<file path="config.mk">
export PLATFORM = sky130hd
export DESIGN_NAME = io_route_top
export DESIGN_NICKNAME = d
export VERILOG_FILES = /design/src/common/io_route_pkg.sv /design/src/jtag_overlay/jtag_overlay_mux.sv /design/src/usb_pinflip/usb_pinflip_mux.sv /design/src/logic/reset_sync.sv /design/src/logic/io_route_top.sv
export VERILOG_INCLUDE_DIRS = /design/src /design/src/common
export SDC_FILE = /design/constraint.sdc
export NUM_CORES = 1
export LEC_CHECK = 0
export ABC_AREA = 1
export BUFFER_PORTS_ARGS = -buffer_cell sky130_fd_sc_hd__buf_2
export CORE_AREA = 3 3 115 117
export CTS_CLUSTER_DIAMETER = 100
export DETAILED_ROUTE_END_ITERATION = 16
export DIE_AREA = 0 0 118 120
export GPL_ROUTABILITY_DRIVEN = 1
export PLACE_DENSITY_LB_ADDON = 0.12
export SLEW_MARGIN = 20
export SYNTH_ARGS = -nofsm -noshare
export SYNTH_HDL_FRONTEND = slang
export SYNTH_HIERARCHICAL = 1
export SYNTH_SLANG_ARGS = --single-unit
export TNS_END_PERCENT = 1
</file>
<file path="constraint.sdc">
create_clock -name io_clk_i -period 1 [get_ports io_clk_i]
set_input_delay 0.05 -clock io_clk_i [delete_from_list [all_inputs] [get_ports io_clk_i]]
set_output_delay 0.05 -clock io_clk_i [all_outputs]
set_load 0.05 [all_outputs]
</file>
<file path="src/common/io_route_config.svh">
// Fixed pin map of the board wrapper pad routing.
// Include this wherever a pin index or pad count is needed.

`ifndef IO_ROUTE_CONFIG_SVH
`define IO_ROUTE_CONFIG_SVH

// Pad counts
`define IO_NUM_MIO 32
`define IO_NUM_DIO 15

//////////////////////////////
// DIO pin indices
//////////////////////////////

// USB device pins
`define IO_DIO_USB_DN        0
`define IO_DIO_USB_DP        1
`define IO_DIO_USB_D         2
`define IO_DIO_USB_DN_PULLUP 5
`define IO_DIO_USB_DP_PULLUP 6
`define IO_DIO_USB_SENSE     8

// SPI device pins, shared with JTAG when the strap is set
`define IO_DIO_SPI_SDO 11
`define IO_DIO_SPI_SDI 12
`define IO_DIO_SPI_CSB 13
`define IO_DIO_SPI_SCK 14

//////////////////////////////
// MIO strap indices
//////////////////////////////

// Debug port enable, high selects JTAG
`define IO_MIO_JTAG_EN   16
// JTAG resets, both active low
`define IO_MIO_JTAG_TRST 18
`define IO_MIO_JTAG_SRST 19
// Board switch selecting the external USB PHY
`define IO_MIO_UPHY_SEL  2

`endif

</file>
<file path="src/common/io_route_pkg.sv">
// Pin vector types shared by the pad routing RTL and its testbench.
// Widths come from the board pin map header.

`include "io_route_config.svh"

package io_route_pkg;

  //////////////////////////////
  // Pin vectors
  //////////////////////////////

  // One bit per muxed pin, indexed by MIO number
  typedef logic [`IO_NUM_MIO-1:0] mio_vec_t;

  // One bit per dedicated pin, indexed by DIO number
  typedef logic [`IO_NUM_DIO-1:0] dio_vec_t;

endpackage

</file>
<file path="src/jtag_overlay/jtag_overlay_mux.sv">
// JTAG overlay between the core pin vectors and the pads.
// The strap on MIO 16 hands the SPI device pins and two MIOs to the debug port.

`timescale 1ns/1ps
`include "io_route_config.svh"

module jtag_overlay_mux (
  // Core side, MIO direct and DIO from the pin-flip mux
  input  io_route_pkg::mio_vec_t mio_out_core_i,
  input  io_route_pkg::mio_vec_t mio_oe_core_i,
  output io_route_pkg::mio_vec_t mio_in_core_o,
  input  io_route_pkg::dio_vec_t dio_out_umux_i,
  input  io_route_pkg::dio_vec_t dio_oe_umux_i,
  output io_route_pkg::dio_vec_t dio_in_umux_o,
  // Pad side
  input  io_route_pkg::mio_vec_t mio_in_pad_i,
  input  io_route_pkg::dio_vec_t dio_in_pad_i,
  output io_route_pkg::mio_vec_t mio_out_pad_o,
  output io_route_pkg::mio_vec_t mio_oe_pad_o,
  output io_route_pkg::dio_vec_t dio_out_pad_o,
  output io_route_pkg::dio_vec_t dio_oe_pad_o,
  // Debug port
  output logic                   jtag_tck_o,
  output logic                   jtag_tms_o,
  output logic                   jtag_tdi_o,
  output logic                   jtag_trst_n_o,
  output logic                   jtag_srst_n_o,
  input  logic                   jtag_tdo_i
);

  import io_route_pkg::*;

  // MIOs taken by the debug port (TRST and SRST)
  localparam mio_vec_t MIO_JTAG_MASK =
      (mio_vec_t'(1) << `IO_MIO_JTAG_TRST) |
      (mio_vec_t'(1) << `IO_MIO_JTAG_SRST);

  // DIOs taken by the debug port
  localparam dio_vec_t DIO_JTAG_MASK =
      (dio_vec_t'(1) << `IO_DIO_SPI_SCK) |
      (dio_vec_t'(1) << `IO_DIO_SPI_CSB) |
      (dio_vec_t'(1) << `IO_DIO_SPI_SDI) |
      (dio_vec_t'(1) << `IO_DIO_SPI_SDO);

  // Value the core sees on taken DIOs; CSB idles high
  localparam dio_vec_t DIO_TIE_OFF = dio_vec_t'(1) << `IO_DIO_SPI_CSB;

  logic jtag_en;

  //////////////////////////////
  // Strap decode
  //////////////////////////////

  assign jtag_en = mio_in_pad_i[`IO_MIO_JTAG_EN];

  //////////////////////////////
  // Pin routing
  //////////////////////////////

  always_comb begin
    // Straight through unless the debug port owns the pins
    mio_in_core_o = mio_in_pad_i;
    dio_in_umux_o = dio_in_pad_i;
    mio_out_pad_o = mio_out_core_i;
    mio_oe_pad_o  = mio_oe_core_i;
    dio_out_pad_o = dio_out_umux_i;
    dio_oe_pad_o  = dio_oe_umux_i;

    if (jtag_en) begin
      // Core sees tie-offs on the taken pins
      mio_in_core_o = mio_in_pad_i & ~MIO_JTAG_MASK;
      dio_in_umux_o = (dio_in_pad_i & ~DIO_JTAG_MASK) | DIO_TIE_OFF;

      // Core can no longer drive the taken pins
      mio_out_pad_o = mio_out_core_i & ~MIO_JTAG_MASK;
      mio_oe_pad_o  = mio_oe_core_i & ~MIO_JTAG_MASK;
      dio_out_pad_o = dio_out_umux_i & ~DIO_JTAG_MASK;
      dio_oe_pad_o  = dio_oe_umux_i & ~DIO_JTAG_MASK;

      // TDO is the only debug pin driven towards the board
      dio_out_pad_o[`IO_DIO_SPI_SDO] = jtag_tdo_i;
      dio_oe_pad_o[`IO_DIO_SPI_SDO]  = 1'b1;
    end
  end

  //////////////////////////////
  // Debug port
  //////////////////////////////

  always_comb begin
    // Idle port, resets released
    jtag_tck_o    = 1'b0;
    jtag_tms_o    = 1'b0;
    jtag_tdi_o    = 1'b0;
    jtag_trst_n_o = 1'b1;
    jtag_srst_n_o = 1'b1;

    if (jtag_en) begin
      jtag_tck_o    = dio_in_pad_i[`IO_DIO_SPI_SCK];
      jtag_tms_o    = dio_in_pad_i[`IO_DIO_SPI_CSB];
      jtag_tdi_o    = dio_in_pad_i[`IO_DIO_SPI_SDI];
      jtag_trst_n_o = mio_in_pad_i[`IO_MIO_JTAG_TRST];
      jtag_srst_n_o = mio_in_pad_i[`IO_MIO_JTAG_SRST];
    end
  end

endmodule

</file>
<file path="src/usb_pinflip/usb_pinflip_mux.sv">
// USB pin-flip undo and external PHY selection on the DIO vector.
// The board always sees D+ and D- unflipped, whatever the core has set.

`timescale 1ns/1ps
`include "io_route_config.svh"

module usb_pinflip_mux (
  // Core side
  input  io_route_pkg::dio_vec_t dio_out_core_i,
  input  io_route_pkg::dio_vec_t dio_oe_core_i,
  output io_route_pkg::dio_vec_t dio_in_core_o,
  // Towards the JTAG overlay mux
  output io_route_pkg::dio_vec_t dio_out_umux_o,
  output io_route_pkg::dio_vec_t dio_oe_umux_o,
  input  io_route_pkg::dio_vec_t dio_in_umux_i,
  // External USB PHY
  input  logic                   use_uphy_i,
  input  logic                   uphy_dp_rx_i,
  input  logic                   uphy_dn_rx_i,
  input  logic                   uphy_d_rx_i,
  input  logic                   uphy_sense_i,
  output logic                   uphy_dp_tx_o,
  output logic                   uphy_dn_tx_o,
  output logic                   uphy_dppullup_o,
  output logic                   uphy_oe_n_o
);

  import io_route_pkg::*;

  logic     undo_swap;
  logic     rx_dn;
  logic     rx_dp;
  logic     rx_d;
  dio_vec_t dio_out_umux;
  dio_vec_t dio_oe_umux;

  // The core enables the DN pullup only when its pins are flipped
  assign undo_swap = dio_oe_core_i[`IO_DIO_USB_DN_PULLUP];

  //////////////////////////////
  // Transmit path
  //////////////////////////////

  always_comb begin
    dio_out_umux = dio_out_core_i;
    dio_oe_umux  = dio_oe_core_i;

    if (undo_swap) begin
      // Data lines
      dio_out_umux[`IO_DIO_USB_DN] = dio_out_core_i[`IO_DIO_USB_DP];
      dio_out_umux[`IO_DIO_USB_DP] = dio_out_core_i[`IO_DIO_USB_DN];
      dio_oe_umux[`IO_DIO_USB_DN]  = dio_oe_core_i[`IO_DIO_USB_DP];
      dio_oe_umux[`IO_DIO_USB_DP]  = dio_oe_core_i[`IO_DIO_USB_DN];

      // Pullups follow the data lines
      dio_out_umux[`IO_DIO_USB_DN_PULLUP] = dio_out_core_i[`IO_DIO_USB_DP_PULLUP];
      dio_out_umux[`IO_DIO_USB_DP_PULLUP] = dio_out_core_i[`IO_DIO_USB_DN_PULLUP];
      dio_oe_umux[`IO_DIO_USB_DN_PULLUP]  = dio_oe_core_i[`IO_DIO_USB_DP_PULLUP];
      dio_oe_umux[`IO_DIO_USB_DP_PULLUP]  = dio_oe_core_i[`IO_DIO_USB_DN_PULLUP];

      // Differential data flips polarity, its enable stays put
      dio_out_umux[`IO_DIO_USB_D] = ~dio_out_core_i[`IO_DIO_USB_D];
    end
  end

  assign dio_out_umux_o = dio_out_umux;
  assign dio_oe_umux_o  = dio_oe_umux;

  //////////////////////////////
  // Receive path
  //////////////////////////////

  // Pads or external PHY, before the swap is undone
  assign rx_dn = use_uphy_i ? uphy_dn_rx_i : dio_in_umux_i[`IO_DIO_USB_DN];
  assign rx_dp = use_uphy_i ? uphy_dp_rx_i : dio_in_umux_i[`IO_DIO_USB_DP];
  assign rx_d  = use_uphy_i ? uphy_d_rx_i  : dio_in_umux_i[`IO_DIO_USB_D];

  always_comb begin
    dio_in_core_o = dio_in_umux_i;

    dio_in_core_o[`IO_DIO_USB_DN] = undo_swap ? rx_dp : rx_dn;
    dio_in_core_o[`IO_DIO_USB_DP] = undo_swap ? rx_dn : rx_dp;
    dio_in_core_o[`IO_DIO_USB_D]  = undo_swap ? ~rx_d : rx_d;

    // VBUS sense from the PHY board
    if (use_uphy_i) begin
      dio_in_core_o[`IO_DIO_USB_SENSE] = uphy_sense_i;
    end
  end

  //////////////////////////////
  // External PHY outputs
  //////////////////////////////

  // Copies of the unflipped pad drive, always active
  assign uphy_dp_tx_o = dio_out_umux[`IO_DIO_USB_DP];
  assign uphy_dn_tx_o = dio_out_umux[`IO_DIO_USB_DN];

  // Pullup only when driven high and enabled
  assign uphy_dppullup_o = dio_out_umux[`IO_DIO_USB_DP_PULLUP] &
                           dio_oe_umux[`IO_DIO_USB_DP_PULLUP];

  // PHY transmit enable is active low
  assign uphy_oe_n_o = ~dio_oe_umux[`IO_DIO_USB_DP];

endmodule

</file>
<file path="src/logic/reset_sync.sv">
// Board reset combined with the JTAG system reset.
// Asserts at once, releases on the second clock edge.

`timescale 1ns/1ps

module reset_sync (
  input  logic io_clk_i,
  input  logic rst_n_i,
  input  logic jtag_srst_n_i,
  output logic rst_n_o
);

  logic       rst_n_comb;
  logic [1:0] sync_q;

  // Either source pulls the reset low
  assign rst_n_comb = rst_n_i & jtag_srst_n_i;

  // Two-flop release synchronizer
  always_ff @(posedge io_clk_i or negedge rst_n_comb) begin
    if (!rst_n_comb) begin
      sync_q <= 2'b00;
    end else begin
      sync_q <= {sync_q[0], 1'b1};
    end
  end

  assign rst_n_o = sync_q[1];

endmodule

</file>
<file path="src/logic/io_route_top.sv">
// Top of the pad routing layer of the board wrapper.
// Chain is core, pin-flip mux, JTAG overlay mux, pads; plus the reset synchronizer.

`timescale 1ns/1ps
`include "io_route_config.svh"

module io_route_top (
  // Clock and reset
  input  logic                   io_clk_i,
  input  logic                   rst_n_i,
  output logic                   rst_n_o,
  // Core side
  input  io_route_pkg::mio_vec_t mio_out_core_i,
  input  io_route_pkg::mio_vec_t mio_oe_core_i,
  output io_route_pkg::mio_vec_t mio_in_core_o,
  input  io_route_pkg::dio_vec_t dio_out_core_i,
  input  io_route_pkg::dio_vec_t dio_oe_core_i,
  output io_route_pkg::dio_vec_t dio_in_core_o,
  // Pad side
  input  io_route_pkg::mio_vec_t mio_in_pad_i,
  input  io_route_pkg::dio_vec_t dio_in_pad_i,
  output io_route_pkg::mio_vec_t mio_out_pad_o,
  output io_route_pkg::mio_vec_t mio_oe_pad_o,
  output io_route_pkg::dio_vec_t dio_out_pad_o,
  output io_route_pkg::dio_vec_t dio_oe_pad_o,
  // Debug port
  output logic                   jtag_tck_o,
  output logic                   jtag_tms_o,
  output logic                   jtag_tdi_o,
  output logic                   jtag_trst_n_o,
  input  logic                   jtag_tdo_i,
  // External USB PHY
  input  logic                   uphy_dp_rx_i,
  input  logic                   uphy_dn_rx_i,
  input  logic                   uphy_d_rx_i,
  input  logic                   uphy_sense_i,
  output logic                   uphy_dp_tx_o,
  output logic                   uphy_dn_tx_o,
  output logic                   uphy_dppullup_o,
  output logic                   uphy_oe_n_o
);

  import io_route_pkg::*;

  // DIO vectors between the pin-flip mux and the overlay mux
  dio_vec_t dio_out_umux;
  dio_vec_t dio_oe_umux;
  dio_vec_t dio_in_umux;

  logic jtag_srst_n;
  logic use_uphy;

  // Board switch picks the external PHY
  assign use_uphy = mio_in_pad_i[`IO_MIO_UPHY_SEL];

  //////////////////////////////
  // USB pin-flip mux
  //////////////////////////////

  usb_pinflip_mux i_usb_pinflip_mux (
    .dio_out_core_i  ( dio_out_core_i  ),
    .dio_oe_core_i   ( dio_oe_core_i   ),
    .dio_in_core_o   ( dio_in_core_o   ),
    .dio_out_umux_o  ( dio_out_umux    ),
    .dio_oe_umux_o   ( dio_oe_umux     ),
    .dio_in_umux_i   ( dio_in_umux     ),
    .use_uphy_i      ( use_uphy        ),
    .uphy_dp_rx_i    ( uphy_dp_rx_i    ),
    .uphy_dn_rx_i    ( uphy_dn_rx_i    ),
    .uphy_d_rx_i     ( uphy_d_rx_i     ),
    .uphy_sense_i    ( uphy_sense_i    ),
    .uphy_dp_tx_o    ( uphy_dp_tx_o    ),
    .uphy_dn_tx_o    ( uphy_dn_tx_o    ),
    .uphy_dppullup_o ( uphy_dppullup_o ),
    .uphy_oe_n_o     ( uphy_oe_n_o     )
  );

  //////////////////////////////
  // JTAG overlay mux
  //////////////////////////////

  jtag_overlay_mux i_jtag_overlay_mux (
    .mio_out_core_i ( mio_out_core_i ),
    .mio_oe_core_i  ( mio_oe_core_i  ),
    .mio_in_core_o  ( mio_in_core_o  ),
    .dio_out_umux_i ( dio_out_umux   ),
    .dio_oe_umux_i  ( dio_oe_umux    ),
    .dio_in_umux_o  ( dio_in_umux    ),
    .mio_in_pad_i   ( mio_in_pad_i   ),
    .dio_in_pad_i   ( dio_in_pad_i   ),
    .mio_out_pad_o  ( mio_out_pad_o  ),
    .mio_oe_pad_o   ( mio_oe_pad_o   ),
    .dio_out_pad_o  ( dio_out_pad_o  ),
    .dio_oe_pad_o   ( dio_oe_pad_o   ),
    .jtag_tck_o     ( jtag_tck_o     ),
    .jtag_tms_o     ( jtag_tms_o     ),
    .jtag_tdi_o     ( jtag_tdi_o     ),
    .jtag_trst_n_o  ( jtag_trst_n_o  ),
    .jtag_srst_n_o  ( jtag_srst_n    ),
    .jtag_tdo_i     ( jtag_tdo_i     )
  );

  // System reset for the core
  reset_sync i_reset_sync (
    .io_clk_i      ( io_clk_i    ),
    .rst_n_i       ( rst_n_i     ),
    .jtag_srst_n_i ( jtag_srst_n ),
    .rst_n_o       ( rst_n_o     )
  );

endmodule

</file>
==> results_dict.tcl <==
set metrics [dict create \
    synthAdderAreaFrac_pct 0 \
    antenna_found_initial 1 \
    path_class "in -> out" \
    post_cts_buffers 0 \
    crit_path_top_delay_cell "buf_2" \
    cp_cell_sequence "buf_2 > inv_2 > nand2_1 > a21oi_2 > buf_2" \
    synthToLayoutAreaGrowth_pct -28.07 \
    hold_class "in -> out" \
    hold_path_depth 0 \
    final_cell_mix "81 x buf_2, 33 x nand2_1, 30 x inv_1" \
    routabilityCongestion 0.6588 \
    avgViaCountPerCell 2.821 \
    fin_crit_sh_pct 91.83 \
    r2r-end "i_reset_sync/sync_q[1]" \
    ys_ff_latch 2 \
    io_pins 298 \
    synth_simple_gate_area_share_pct 14.11 \
    peakVddDrop_mv 0.4959 \
    grt_max_degree 26 \
    hold_viol 0 \
    wl_per_cell_um 9.499 \
    outcome "complete, no violations" \
    leakage_nw 0.7472 \
    holdPathEnd "mio_in_core_o[15]" \
    syn-cell-area_um2 1649 \
    final-seq-area_um2 50.05 \
    top_register "i_reset_sync/sync_q" \
    worstPathMaxFanout 10 \
    coreArea_um2 12470 \
    mostFrequentLayoutCell "buf_2" \
    drive_gt1_share_pct 50.27 \
    largest_reg_flops 2 \
    cts_sinks 2 \
    drt_iter0_drc 26 \
    r2r_start "i_reset_sync/sync_q[0]" \
    multiInputGateArea_um2 289.0 \
    numCtsBuffers 3 \
    reg2reg_depth 0 \
    syn_inst 257 \
    synth_top_family_by_area "buffers and inverters" \
    final_util_pct 9.515 \
    period_minus_slack_ns 0.9183 \
    synth_compound_area_share_pct 1.745 \
    syn_avg_cell_area_um2 6.417 \
    gr-total-overflow 0 \
    synth_nets 405 \
    start_util_pct 13.23 \
    synth_xor_area_share_pct 0.5311 \
    synth.distinct_cells 14 \
    die_w_um 118 \
    globalRouteTotalUtil_pct 4.371 \
    ys_warn_count 6 \
    slew_violations 0 \
    diodes 0 \
    clk_latency_ns 0.22 \
    dr.pass1.iters 4 \
    rows 41 \
    critPathCaptureType "output port" \
    startpoint_type "input pin" \
    synth_mux_area_share_pct 0 \
    cts_tree "built" \
    cts_max_path_buffers 2 \
    grt_pass1_vias 902 \
    top_regs "i_reset_sync/sync_q (2)" \
    final_cells 357 \
    dp_cells 352 \
    r2r_slack_ns 0.55 \
    fill_cells 1483 \
    fin_skew_ns 0.003834 \
    htreeDepth 1 \
    die_area_um2 14160 \
    cap_violations 0 \
    fin_hold_ws_ns 0.1000 \
    total_power_mw 1.429 \
    crit_top_cell "buf_2" \
    fmax_mhz 1089 \
    vias 1007 \
    cpPeakStageDelay_ns 0.27 \
    hpwl_um 3049 \
    root_buffer "clkbuf_16" \
    portBuffers 81 \
    crit_required_ns 0.95 \
    crit_arrival_ns 0.87 \
    crit_family "buffers and inverters" \
    setup_viol 0 \
    grt_pass1_wl_um 4823 \
    ys_seq_area_share_pct 3.035 \
    pwr_density_cell_nw_per_um2 1205 \
    route.detailed.drc 0 \
    crit_buf_inv 3 \
    ant_nets 0 \
    nets 335 \
    drt-total-wl_um 3391 \
    die_y_um 120 \
    rsz0062_at_grt "false" \
    min_from "mio_in_pad_i[15]" \
]
[where the power goes]
| part | leakage (nW) | switching [mW] | internal (mW) | total, mW |
|---|---|---|---|---|
| combinational | 0.686 | 0.560 | 0.186 | 0.746 |
| sequential | 0.0239 | 0.000752 | 0.0856 | 0.0863 |
| clock | 0.0370 | 0.0878 | 0.508 | 0.596 |
[per-stage QoR]
step	setup slack, ns	area (um^2)	setup TNS [ns]
after floorplan	-0.03509	1664	-0.03509
after global placement	0.05298	1091	0
after detailed placement	0.07160	1091	0
after CTS	0.07012	1186	0
after global routing	0.001862	1186	0
final	0.08167	1186	0
[cells in the mapped netlist, drive strengths merged]
cell	number	area (um^2)
nand3	5	25.02
conb	1	3.750
dfrtp	2	50.05
nand2	34	135.1
or2	2	12.51
xor2	1	8.760
buf	160	1209
inv	31	116.4
o21ai	4	20.02
a21oi	1	8.760
nor2	16	60.06
[layer usage]
layer  global-route usage (%)  wire length (um)  vias up
li1                         -                 -      446
met1                    3.656              1049      408
met2                    7.151              1518      121
met3                    3.252               628       30
met4                    3.150               181        2
met5                        0                13        -
[worst max path at each step]
stage               depth (start not counted)               end         startpoint
floorplan                                   4  dio_out_pad_o[1]  dio_out_core_i[0]
global placement                            5   uphy_dppullup_o   dio_oe_core_i[5]
detailed placement                          5   uphy_dppullup_o   dio_oe_core_i[5]
CTS                                         5   uphy_dppullup_o   dio_oe_core_i[5]
global route                                4        jtag_tdi_o   mio_in_pad_i[16]
finish                                      5   uphy_dppullup_o   dio_oe_core_i[5]
[cell families after synthesis]
family          after synthesis
compound gates                5
xor+xnor                      1
buf+inv                     191
flops                         2
other cells                   1
simple gates                 57
[area by class of cell]
class,count,area share [%]
well taps,172,18.14
repair buffers,85,37.13
multi-input cells,64,24.37
clock buffers,3,6.329
inverters,31,9.810
flip-flops and latches,2,4.219
[what timing repair did]
item	4_1_cts	5_1_grt
endpoints found under the hold margin	2	0
endpoints found under the setup margin	0	0
gates resized for setup	0	0
hold buffers	2	0
No activity file was read; power rests on OpenSTA's default activity.
